$ cat src/hw/bridge_defines.svh
`ifndef BRIDGE_DEFINES_SVH
`define BRIDGE_DEFINES_SVH

// byte address width on both the cache and the AXI side
`define BRIDGE_ADDR_W 32

// width of one AXI data beat
`define BRIDGE_BEAT_W 32

// beats in one cache line
`define BRIDGE_LINE_BEATS 16

// full cache line is beats times beat width
`define BRIDGE_LINE_W 512

// AXI id width where only ids 0 and 1 are driven
`define BRIDGE_ID_W 4

`endif

$ cat src/hw/axi_pkg.sv
`include "bridge_defines.svh"

package axi_pkg;

    localparam logic [1:0] AXI_BURST_INCR = 2'b01;           // incrementing burst
    localparam logic [2:0] AXI_SIZE_WORD  = 3'b010;          // 4 bytes per beat
    localparam logic [7:0] AXI_LEN_LINE   = 8'(`BRIDGE_LINE_BEATS - 1); // one full line

    // read address channel
    typedef struct packed {
        logic [`BRIDGE_ID_W-1:0]   id;
        logic [`BRIDGE_ADDR_W-1:0] addr;
        logic [7:0]                len;
        logic [2:0]                size;
        logic [1:0]                burst;
    } axi_ar_t;

    // write address channel carries no id since writes are never interleaved
    typedef struct packed {
        logic [`BRIDGE_ADDR_W-1:0] addr;
        logic [7:0]                len;
        logic [2:0]                size;
        logic [1:0]                burst;
    } axi_aw_t;

    typedef struct packed {
        logic [`BRIDGE_ID_W-1:0]   id;
        logic [`BRIDGE_BEAT_W-1:0] data;
        logic                      last;
    } axi_r_t;

    typedef struct packed {
        logic [`BRIDGE_BEAT_W-1:0]   data;
        logic [`BRIDGE_BEAT_W/8-1:0] strb;
        logic                        last;
    } axi_w_t;

endpackage

$ cat src/hw/cache_req_pkg.sv
`include "bridge_defines.svh"

package cache_req_pkg;

    typedef struct packed {
        logic [`BRIDGE_ADDR_W-1:0] addr;                     // line address
    } line_rd_req_t;

    typedef struct packed {
        logic [`BRIDGE_ADDR_W-1:0]   addr;
        logic [`BRIDGE_BEAT_W/8-1:0] strb;                   // same strobe on every beat
        logic [`BRIDGE_LINE_W-1:0]   line;
    } line_wr_req_t;

    // value doubles as the AXI read id
    typedef enum logic {
        OWNER_ICACHE = 1'b0,
        OWNER_DCACHE = 1'b1
    } read_owner_e;

    typedef struct packed {
        logic                      valid;
        read_owner_e               owner;
        logic [`BRIDGE_ADDR_W-1:0] addr;
    } rd_grant_t;

endpackage

$ cat src/hw/axi_read_engine.sv
`timescale 1ns/1ps
`include "bridge_defines.svh"

module axi_read_engine (
    input  logic                        aclk,
    input  logic                        aresetn,
    input  cache_req_pkg::rd_grant_t    i_grant,
    output axi_pkg::axi_ar_t            o_ar,
    output logic                        o_ar_valid,
    input  logic                        i_ar_ready,
    input  axi_pkg::axi_r_t             i_r,
    input  logic                        i_r_valid,
    output logic                        o_r_ready,
    output logic                        o_beat_take,
    output logic [`BRIDGE_BEAT_W-1:0]   o_beat_data,
    output logic                        o_burst_end
);

    typedef enum logic [1:0] {
        rd_idle,
        rd_addr,
        rd_data
    } rd_state_e;

    rd_state_e                                state_q;
    rd_state_e                                state_d;
    logic [$clog2(`BRIDGE_LINE_BEATS)-1:0]    beat_cnt;
    logic                                     grant_new;
    logic                                     ar_fire;
    logic                                     r_fire;

    assign grant_new = i_grant.valid && !o_burst_end;        // stale grant during done cycle
    assign ar_fire   = o_ar_valid && i_ar_ready;
    assign r_fire    = i_r_valid && o_r_ready;

    assign o_ar.id    = `BRIDGE_ID_W'(i_grant.owner);
    assign o_ar.addr  = i_grant.addr;
    assign o_ar.len   = axi_pkg::AXI_LEN_LINE;
    assign o_ar.size  = axi_pkg::AXI_SIZE_WORD;
    assign o_ar.burst = axi_pkg::AXI_BURST_INCR;

    assign o_ar_valid  = (state_q == rd_idle && grant_new) || state_q == rd_addr;
    assign o_r_ready   = (state_q == rd_data);
    assign o_beat_take = r_fire;
    assign o_beat_data = i_r.data;

    always_comb
    begin
        state_d = state_q;
        case (state_q)
            rd_idle:
                if (grant_new)
                    state_d = i_ar_ready ? rd_data : rd_addr;
            rd_addr:
                if (ar_fire)
                    state_d = rd_data;
            rd_data:
                if (r_fire && i_r.last)
                    state_d = rd_idle;
            default:
                state_d = rd_idle;
        endcase
    end

    always_ff @(posedge aclk or negedge aresetn)
    begin
        if (!aresetn)
        begin
            state_q     <= rd_idle;
            beat_cnt    <= '0;
            o_burst_end <= 1'b0;
        end
        else
        begin
            state_q     <= state_d;
            o_burst_end <= r_fire && i_r.last;               // one cycle after last beat
            if (ar_fire)
                beat_cnt <= '0;
            else if (r_fire)
                beat_cnt <= beat_cnt + 1'b1;
        end
    end

    a_last_on_16th: assert property (@(posedge aclk) disable iff (!aresetn)
        r_fire |-> (i_r.last == (beat_cnt == $clog2(`BRIDGE_LINE_BEATS)'(`BRIDGE_LINE_BEATS - 1))));

    a_rid_owner: assert property (@(posedge aclk) disable iff (!aresetn)
        r_fire |-> (i_r.id == `BRIDGE_ID_W'(i_grant.owner)));

endmodule

$ cat src/hw/axi_write_engine.sv
`timescale 1ns/1ps
`include "bridge_defines.svh"

module axi_write_engine (
    input  logic                          aclk,
    input  logic                          aresetn,
    input  logic                          i_wr_req,
    input  logic [`BRIDGE_ADDR_W-1:0]     i_wr_addr,
    input  logic [`BRIDGE_BEAT_W/8-1:0]   i_wr_strb,
    output logic                          o_load,
    output logic                          o_advance,
    input  logic [`BRIDGE_BEAT_W-1:0]     i_beat_data,
    output axi_pkg::axi_aw_t              o_aw,
    output logic                          o_aw_valid,
    input  logic                          i_aw_ready,
    output axi_pkg::axi_w_t               o_w,
    output logic                          o_w_valid,
    input  logic                          i_w_ready,
    input  logic                          i_b_valid,
    output logic                          o_b_ready,
    output logic                          o_wr_done
);

    typedef enum logic [1:0] {
        wr_idle,
        wr_addr,
        wr_data,
        wr_resp
    } wr_state_e;

    wr_state_e   state_q;
    wr_state_e   state_d;
    logic [3:0]  beat_cnt;
    logic        aw_fire;
    logic        w_fire;
    logic        b_fire;

    assign aw_fire = o_aw_valid && i_aw_ready;
    assign w_fire  = o_w_valid && i_w_ready;
    assign b_fire  = i_b_valid && o_b_ready;

    assign o_load     = (state_q == wr_idle) && i_wr_req && !o_wr_done; // request still up on done
    assign o_advance  = w_fire;
    assign o_aw_valid = (state_q == wr_addr);
    assign o_w_valid  = (state_q == wr_data);
    assign o_b_ready  = (state_q == wr_resp);

    assign o_aw.addr  = i_wr_addr;
    assign o_aw.len   = axi_pkg::AXI_LEN_LINE;
    assign o_aw.size  = axi_pkg::AXI_SIZE_WORD;
    assign o_aw.burst = axi_pkg::AXI_BURST_INCR;

    assign o_w.data = i_beat_data;
    assign o_w.strb = i_wr_strb;                             // same mask on all beats
    assign o_w.last = (beat_cnt == 4'd15);

    always_comb
    begin
        state_d = state_q;
        case (state_q)
            wr_idle:
                if (o_load)
                    state_d = wr_addr;
            wr_addr:
                if (aw_fire)
                    state_d = wr_data;
            wr_data:
                if (w_fire && o_w.last)
                    state_d = wr_resp;
            wr_resp:
                if (b_fire)
                    state_d = wr_idle;
            default:
                state_d = wr_idle;
        endcase
    end

    always_ff @(posedge aclk or negedge aresetn)
    begin
        if (!aresetn)
        begin
            state_q   <= wr_idle;
            beat_cnt  <= 4'd0;
            o_wr_done <= 1'b0;
        end
        else
        begin
            state_q   <= state_d;
            o_wr_done <= b_fire;
            if (o_load)
                beat_cnt <= 4'd0;
            else if (w_fire)
                beat_cnt <= beat_cnt + 4'd1;                 // wraps after beat 15
        end
    end

    a_w_after_aw: assert property (@(posedge aclk) disable iff (!aresetn)
        $rose(o_w_valid) |-> $past(aw_fire));

endmodule

$ cat src/hw/cache_axi_bridge.sv
`timescale 1ns/1ps
`include "bridge_defines.svh"

module cache_axi_bridge (
    input  logic                        aclk,
    input  logic                        aresetn,
    input  logic                        i_ic_rd_req,
    input  cache_req_pkg::line_rd_req_t i_ic_rd_addr,
    output logic [`BRIDGE_LINE_W-1:0]   o_ic_rd_line,
    output logic                        o_ic_rd_done,
    input  logic                        i_dc_rd_req,
    input  cache_req_pkg::line_rd_req_t i_dc_rd_addr,
    output logic [`BRIDGE_LINE_W-1:0]   o_dc_rd_line,
    output logic                        o_dc_rd_done,
    input  logic                        i_dc_wr_req,
    input  cache_req_pkg::line_wr_req_t i_dc_wr,
    output logic                        o_dc_wr_done,
    output axi_pkg::axi_ar_t            o_ar,
    output logic                        o_ar_valid,
    input  logic                        i_ar_ready,
    input  axi_pkg::axi_r_t             i_r,
    input  logic                        i_r_valid,
    output logic                        o_r_ready,
    output axi_pkg::axi_aw_t            o_aw,
    output logic                        o_aw_valid,
    input  logic                        i_aw_ready,
    output axi_pkg::axi_w_t             o_w,
    output logic                        o_w_valid,
    input  logic                        i_w_ready,
    input  logic                        i_b_valid,
    output logic                        o_b_ready
);

    cache_req_pkg::rd_grant_t          rd_grant;
    logic                              burst_end;
    logic                              beat_take;
    logic [`BRIDGE_BEAT_W-1:0]         beat_data;
    logic [`BRIDGE_LINE_W-1:0]         rd_line;
    logic                              wr_load;
    logic                              wr_advance;
    logic [`BRIDGE_BEAT_W-1:0]         wr_beat;

    read_port_arbiter u_arbiter (
        .aclk        (aclk),
        .aresetn     (aresetn),
        .i_ic_req    (i_ic_rd_req),
        .i_ic_addr   (i_ic_rd_addr),
        .i_dc_req    (i_dc_rd_req),
        .i_dc_addr   (i_dc_rd_addr),
        .i_burst_end (burst_end),
        .o_grant     (rd_grant)
    );

    axi_read_engine u_rd_engine (
        .aclk        (aclk),
        .aresetn     (aresetn),
        .i_grant     (rd_grant),
        .o_ar        (o_ar),
        .o_ar_valid  (o_ar_valid),
        .i_ar_ready  (i_ar_ready),
        .i_r         (i_r),
        .i_r_valid   (i_r_valid),
        .o_r_ready   (o_r_ready),
        .o_beat_take (beat_take),
        .o_beat_data (beat_data),
        .o_burst_end (burst_end)
    );

    line_collector u_collector (
        .aclk        (aclk),
        .aresetn     (aresetn),
        .i_beat_take (beat_take),
        .i_beat_data (beat_data),
        .o_line      (rd_line)
    );

    axi_write_engine u_wr_engine (
        .aclk        (aclk),
        .aresetn     (aresetn),
        .i_wr_req    (i_dc_wr_req),
        .i_wr_addr   (i_dc_wr.addr),
        .i_wr_strb   (i_dc_wr.strb),
        .o_load      (wr_load),
        .o_advance   (wr_advance),
        .i_beat_data (wr_beat),
        .o_aw        (o_aw),
        .o_aw_valid  (o_aw_valid),
        .i_aw_ready  (i_aw_ready),
        .o_w         (o_w),
        .o_w_valid   (o_w_valid),
        .i_w_ready   (i_w_ready),
        .i_b_valid   (i_b_valid),
        .o_b_ready   (o_b_ready),
        .o_wr_done   (o_dc_wr_done)
    );

    line_serializer u_serializer (
        .aclk      (aclk),
        .aresetn   (aresetn),
        .i_load    (wr_load),
        .i_line    (i_dc_wr.line),
        .i_advance (wr_advance),
        .o_beat    (wr_beat)
    );

    assign o_ic_rd_line = rd_line;                           // one line register serves both
    assign o_dc_rd_line = rd_line;

    // grant owner still valid on the burst end cycle
    assign o_ic_rd_done = burst_end && (rd_grant.owner == cache_req_pkg::OWNER_ICACHE);
    assign o_dc_rd_done = burst_end && (rd_grant.owner == cache_req_pkg::OWNER_DCACHE);

endmodule

$ cat src/hw/line_collector.sv
`timescale 1ns/1ps
`include "bridge_defines.svh"

module line_collector (
    input  logic                        aclk,
    input  logic                        aresetn,
    input  logic                        i_beat_take,
    input  logic [`BRIDGE_BEAT_W-1:0]   i_beat_data,
    output logic [`BRIDGE_LINE_W-1:0]   o_line
);

    // new beats enter at the top and move down, so after a full
    // burst the first beat sits in the lowest word
    always_ff @(posedge aclk or negedge aresetn)
    begin
        if (!aresetn)
        begin
            o_line <= '0;
        end
        else if (i_beat_take)
        begin
            o_line <= {i_beat_data, o_line[`BRIDGE_LINE_W-1:`BRIDGE_BEAT_W]};
        end
    end

endmodule

$ cat src/hw/line_serializer.sv
`timescale 1ns/1ps
`include "bridge_defines.svh"

module line_serializer (
    input  logic                        aclk,
    input  logic                        aresetn,
    input  logic                        i_load,
    input  logic [`BRIDGE_LINE_W-1:0]   i_line,
    input  logic                        i_advance,
    output logic [`BRIDGE_BEAT_W-1:0]   o_beat
);

    logic [`BRIDGE_LINE_W-1:0] line_q;

    always_ff @(posedge aclk or negedge aresetn)
    begin
        if (!aresetn)
        begin
            line_q <= '0;
        end
        else if (i_load)
        begin
            line_q <= i_line;
        end
        else if (i_advance)
        begin
            // next word drops into the low slot
            line_q <= {{`BRIDGE_BEAT_W{1'b0}}, line_q[`BRIDGE_LINE_W-1:`BRIDGE_BEAT_W]};
        end
    end

    assign o_beat = line_q[`BRIDGE_BEAT_W-1:0];              // current beat

endmodule

$ cat src/hw/read_port_arbiter.sv
`timescale 1ns/1ps
`include "bridge_defines.svh"

module read_port_arbiter (
    input  logic                        aclk,
    input  logic                        aresetn,
    input  logic                        i_ic_req,
    input  cache_req_pkg::line_rd_req_t i_ic_addr,
    input  logic                        i_dc_req,
    input  cache_req_pkg::line_rd_req_t i_dc_addr,
    input  logic                        i_burst_end,
    output cache_req_pkg::rd_grant_t    o_grant
);

    always_ff @(posedge aclk or negedge aresetn)
    begin
        if (!aresetn)
        begin
            o_grant <= '0;
        end
        else if (o_grant.valid)
        begin
            if (i_burst_end)
                o_grant.valid <= 1'b0;                       // owner kept for done decode
        end
        else if (i_dc_req)
        begin
            o_grant.valid <= 1'b1;                           // data cache has priority
            o_grant.owner <= cache_req_pkg::OWNER_DCACHE;
            o_grant.addr  <= i_dc_addr.addr;
        end
        else if (i_ic_req)
        begin
            o_grant.valid <= 1'b1;
            o_grant.owner <= cache_req_pkg::OWNER_ICACHE;
            o_grant.addr  <= i_ic_addr.addr;
        end
    end

    // grant stays put for the whole burst
    a_grant_held: assert property (@(posedge aclk) disable iff (!aresetn)
        (o_grant.valid && !i_burst_end) |=> (o_grant.valid && $stable(o_grant)));

endmodule

$ cat config.mk
export PLATFORM = sky130hd
export DESIGN_NAME = cache_axi_bridge
export DESIGN_NICKNAME = d
export VERILOG_FILES = /design/src/hw/axi_pkg.sv /design/src/hw/cache_req_pkg.sv /design/src/hw/axi_read_engine.sv /design/src/hw/axi_write_engine.sv /design/src/hw/cache_axi_bridge.sv /design/src/hw/line_collector.sv /design/src/hw/line_serializer.sv /design/src/hw/read_port_arbiter.sv
export VERILOG_INCLUDE_DIRS = /design/src /design/src/hw
export SDC_FILE = /design/constraint.sdc
export NUM_CORES = 2
export LEC_CHECK = 0
export BUFFER_PORTS_ARGS = -buffer_cell sky130_fd_sc_hd__buf_2
export CAP_MARGIN = 20
export CORE_AREA = 2 2 715 717
export DETAILED_ROUTE_END_ITERATION = 8
export DIE_AREA = 0 0 717 719
export GPL_TIMING_DRIVEN = 0
export PLACE_DENSITY = 0.3
export REMOVE_ABC_BUFFERS = 1
export SKIP_CTS_REPAIR_TIMING = 1
export SYNTH_ARGS = -nofsm -noshare
export SYNTH_HDL_FRONTEND = slang
export SYNTH_SLANG_ARGS = --single-unit
export TNS_END_PERCENT = 1
$ cat constraint.sdc
create_clock -name aclk -period 1.5 [get_ports aclk]
set_input_delay 0 -clock aclk [delete_from_list [all_inputs] [get_ports aclk]]
set_output_delay 0 -clock aclk [all_outputs]
set_load 0.01 [all_outputs]
==> reports/summary.txt <==
Post-route cell area - 80900 sq um
Floorplan die area - 516000 sq um
Vertical die dimension - 719 um
Netlist area before placement - 49000 sq um
Maximum achievable frequency - 436 MHz
Setup slack of the critical path after layout - -794 ps
Post-synth EDFFs - 0
Comb power frac - 44.4%
Clock Power Share - 22.3%
Maximum net fanout on the critical path - 8
Total of endpoints with negative setup slack in the final report - 1571
CTS H-tree lvls - 4
Non-filler cells in the finished layout - 13900
Sinks on Clock Net - 1068
Clock tree root driver cell - clkbuf_16
Synth Register Bits - 1068
Avg Synthesized Cell Area - 10.4 sq um
IO Pins - 1822
FF-to-FF path depth - 13
Yosys Warn Count - 0
Final-report max-slew violation count - 0
Worst slack after detailed placement - -2490 ps
Chip Width - 717 um
Number of nets at the end of the flow - 7669
Via-to-Cell Ratio - 3.25
Worst EP arrival - 3040 ps
Power Internal - 93700 uW
Synthesized netlist cell count - 4687
Sw Share - 44.3%
Global route overflow - 0
Critical path launch point type - flop
Power dissipated by switching net loads - 74500 uW
Hold violation count in the final report - 480
Clk buf depth - 4
Part of the total power dissipated in sequential elements - 33.3%
Fill cells - 57400
Number of nets with antenna violations after routing - 0
Worst setup path category - flop to flop
Buffers on Ports - 1716
Pwr/cell area - 2080 nW/um^2
CTS buffer count - 153
Iteration count of the initial detailed-routing pass - 6
Global-route wire length before repair - 380 mm
Detailed-placement wirelength estimate - 235 mm
Standard-cell rows - 262
Final clock period utilization by the worst path - 153%
Sequential cell area fraction in the yosys report - 54.6%
Share of synthesized registers carrying an async set or reset - 100%
Leakage - 0.0371 uW
Detailed-route wire length - 326 mm
Max Cap Viol - 0
Clock insertion delay at the later pin of the skew report - 880 ps
Core Area - 508000 sq um
Antenna violations before repair - 51
Library cell with the largest summed area after synthesis - dfrtp_1
Violation count after the first detailed-routing iteration - 3080
Violated checks - hold timing, setup timing
Instance area at placement - 60900 sq um
Post-synth top area share - 54.6%
Worst-case vdd ir drop - 947 uV
Share of layout cells above drive strength 1 - 39.7%
Largest net degree at the start of global routing - 141
Wire length per cell after detailed routing - 23.5 um
Post-Place Cells - 12300
Post-synthesis cell type count - 33
Top cell types by occurrence after synthesis - 1068 x dfrtp_1, 998 x nand2_1, 675 x buf_4
Most frequent cell after synthesis - dfrtp_1
RSZ-0062 raised after global routing - true
Kind of path behind the tightest hold check - input pin to asynchronous set/reset pin
Final weighted congestion in routability-driven placement - 0.876
Number of global-route vias before repair - 39100
Slew of the pin with the lowest slew margin - 1020 ps
Final critical-path required period - 2290 ps
Required time of the critical path - 2240 ps
Total global routing track utilization - 10.8%
Type of destination of the critical path - flop
CTS tree - built
Starting Density - 9.64%
Most area-consuming cells after synthesis - dfrtp_1 55%, mux2_2 12%, buf_4 10%
Routed vias - 45100
Syn-to-layout area delta - 65.2%
Worst slew slack as a fraction of its limit - 32.0%
Post-Route Hold Slack - -927 ps
DRC violation count after routing - 0
CTS clock-pin slew for the worst setup and hold paths - 60 ps
Primary flip-flop cell chosen by synthesis mapping - dfrtp_1
Result of the run - finished with violations
Worst-case clock skew - 93.2 ps
==> critical path, stage by stage (launching register included) <==
cell	delay (ps)
dfrtp_1	400
inv_2	120
ha_4	190
inv_4	40
nor2_4	150
buf_12	140
buf_16	120
buf_16	120
buf_16	140
buf_16	150
buf_16	160
clkbuf_16	190
nand2_1	70
a31oi_1	160
==> path summary, 6_finish.rpt <==
kind / from / end / slack (ps)
max: u_wr_engine.state_q[0] / u_serializer.line_q[340] / -790
min: aresetn / u_rd_engine.state_q[0] / -930
max reg2reg: u_wr_engine.state_q[0] / u_serializer.line_q[340] / -790
min reg2reg: u_serializer.line_q[508] / u_serializer.line_q[508] / 500
max in group asynchronous: aresetn / u_collector.o_line[226] / -360
min in group aclk: i_dc_wr[528] / o_aw[25] / 0
==> registers in the layout, summed over array words and instances (netlist names) <==
name	cells
u_wr_engine.o_wr_done	1
u_arbiter.o_grant	34
u_serializer.line_q	512
u_collector.o_line	512
u_rd_engine.state_q	2
u_wr_engine.beat_cnt	4
u_rd_engine.o_burst_end	1
u_wr_engine.state_q	2
==> through the flow <==
| step | utilization, % | setup TNS, ps | total power, uW |
|---|---|---|---|
| 2_1_floorplan | - | - | 78500 |
| 4_1_cts | 13.0 | -1580740 | 159000 |
| 5_1_grt | 15.9 | -837330 | 179000 |
| 3_5_place_dp | 12.0 | -1864410 | 120000 |
| 6_report | 15.9 | -642000 | 168000 |
| 3_3_place_gp | 11.7 | - | 107000 |
==> cell usage in the layout (no fill, tap or decap), types with 36 or more instances in the layout <==
cell type         n
diode_2          36
nor2_2           45
clkbuf_16       232
a21oi_1          36
a31oi_1         474
buf_2          1712
dlygate4sd3_1  1120
buf_16           53
buf_4            68
dfrtp_1        1062
mux2_2          510
nand2_1         953
nor2_1          458
==> cell families (layout without fill, tap and decap cells) <==
logic type / Yosys count / after routing / share of synthesized area, %
other: 2 / 65 / 0.0153
XOR/XNOR: 2 / 2 / 0.0358
flip-flops: 1068 / 1068 / 54.6
multiplexers: 513 / 513 / 11.8
AO/OA/AOI/OAI: 617 / 617 / 7.97
adder cells (fa/ha/maj): 6 / 6 / 0.153
buffers and inverters: 946 / 3333 / 13.6
AND/OR/NAND/NOR: 1533 / 1540 / 11.9
==> power by group through the flow <==
stage / clock (uW) / sequential (uW) / combinational (uW)
after CTS: 39300 / 56300 / 63100
after global routing: 40300 / 57800 / 81100
after floorplan: 0 / 54000 / 24500
after global placement: 0 / 54000 / 53000
after detailed placement: 0 / 56700 / 63000
final: 37500 / 56000 / 74700
==> per-layer routing <==
metal	part of all wire, %	GRT usage (%)	up-vias
met5	0.016	0.0187	-
li1	-	-	19900
met4	4.8	5.19	8
met3	8.4	4.16	429
met1	39	12.0	23100
met2	48	18.0	1658
==> final cells by class <==
type / count / area, sq um / share of cell area (%)
diodes: 36 / 90.1 / 0.111
clock buffers: 220 / 4430 / 5.48
clock inverters: 39 / 601 / 0.742
inverters: 7 / 35.0 / 0.0433
multi-input cells: 2707 / 16300 / 20.1
flip-flops and latches: 1068 / 26700 / 33.1
well taps: 6732 / 8420 / 10.4
repair buffers: 3067 / 24300 / 30.0
(Power assumes the default switching activity.)
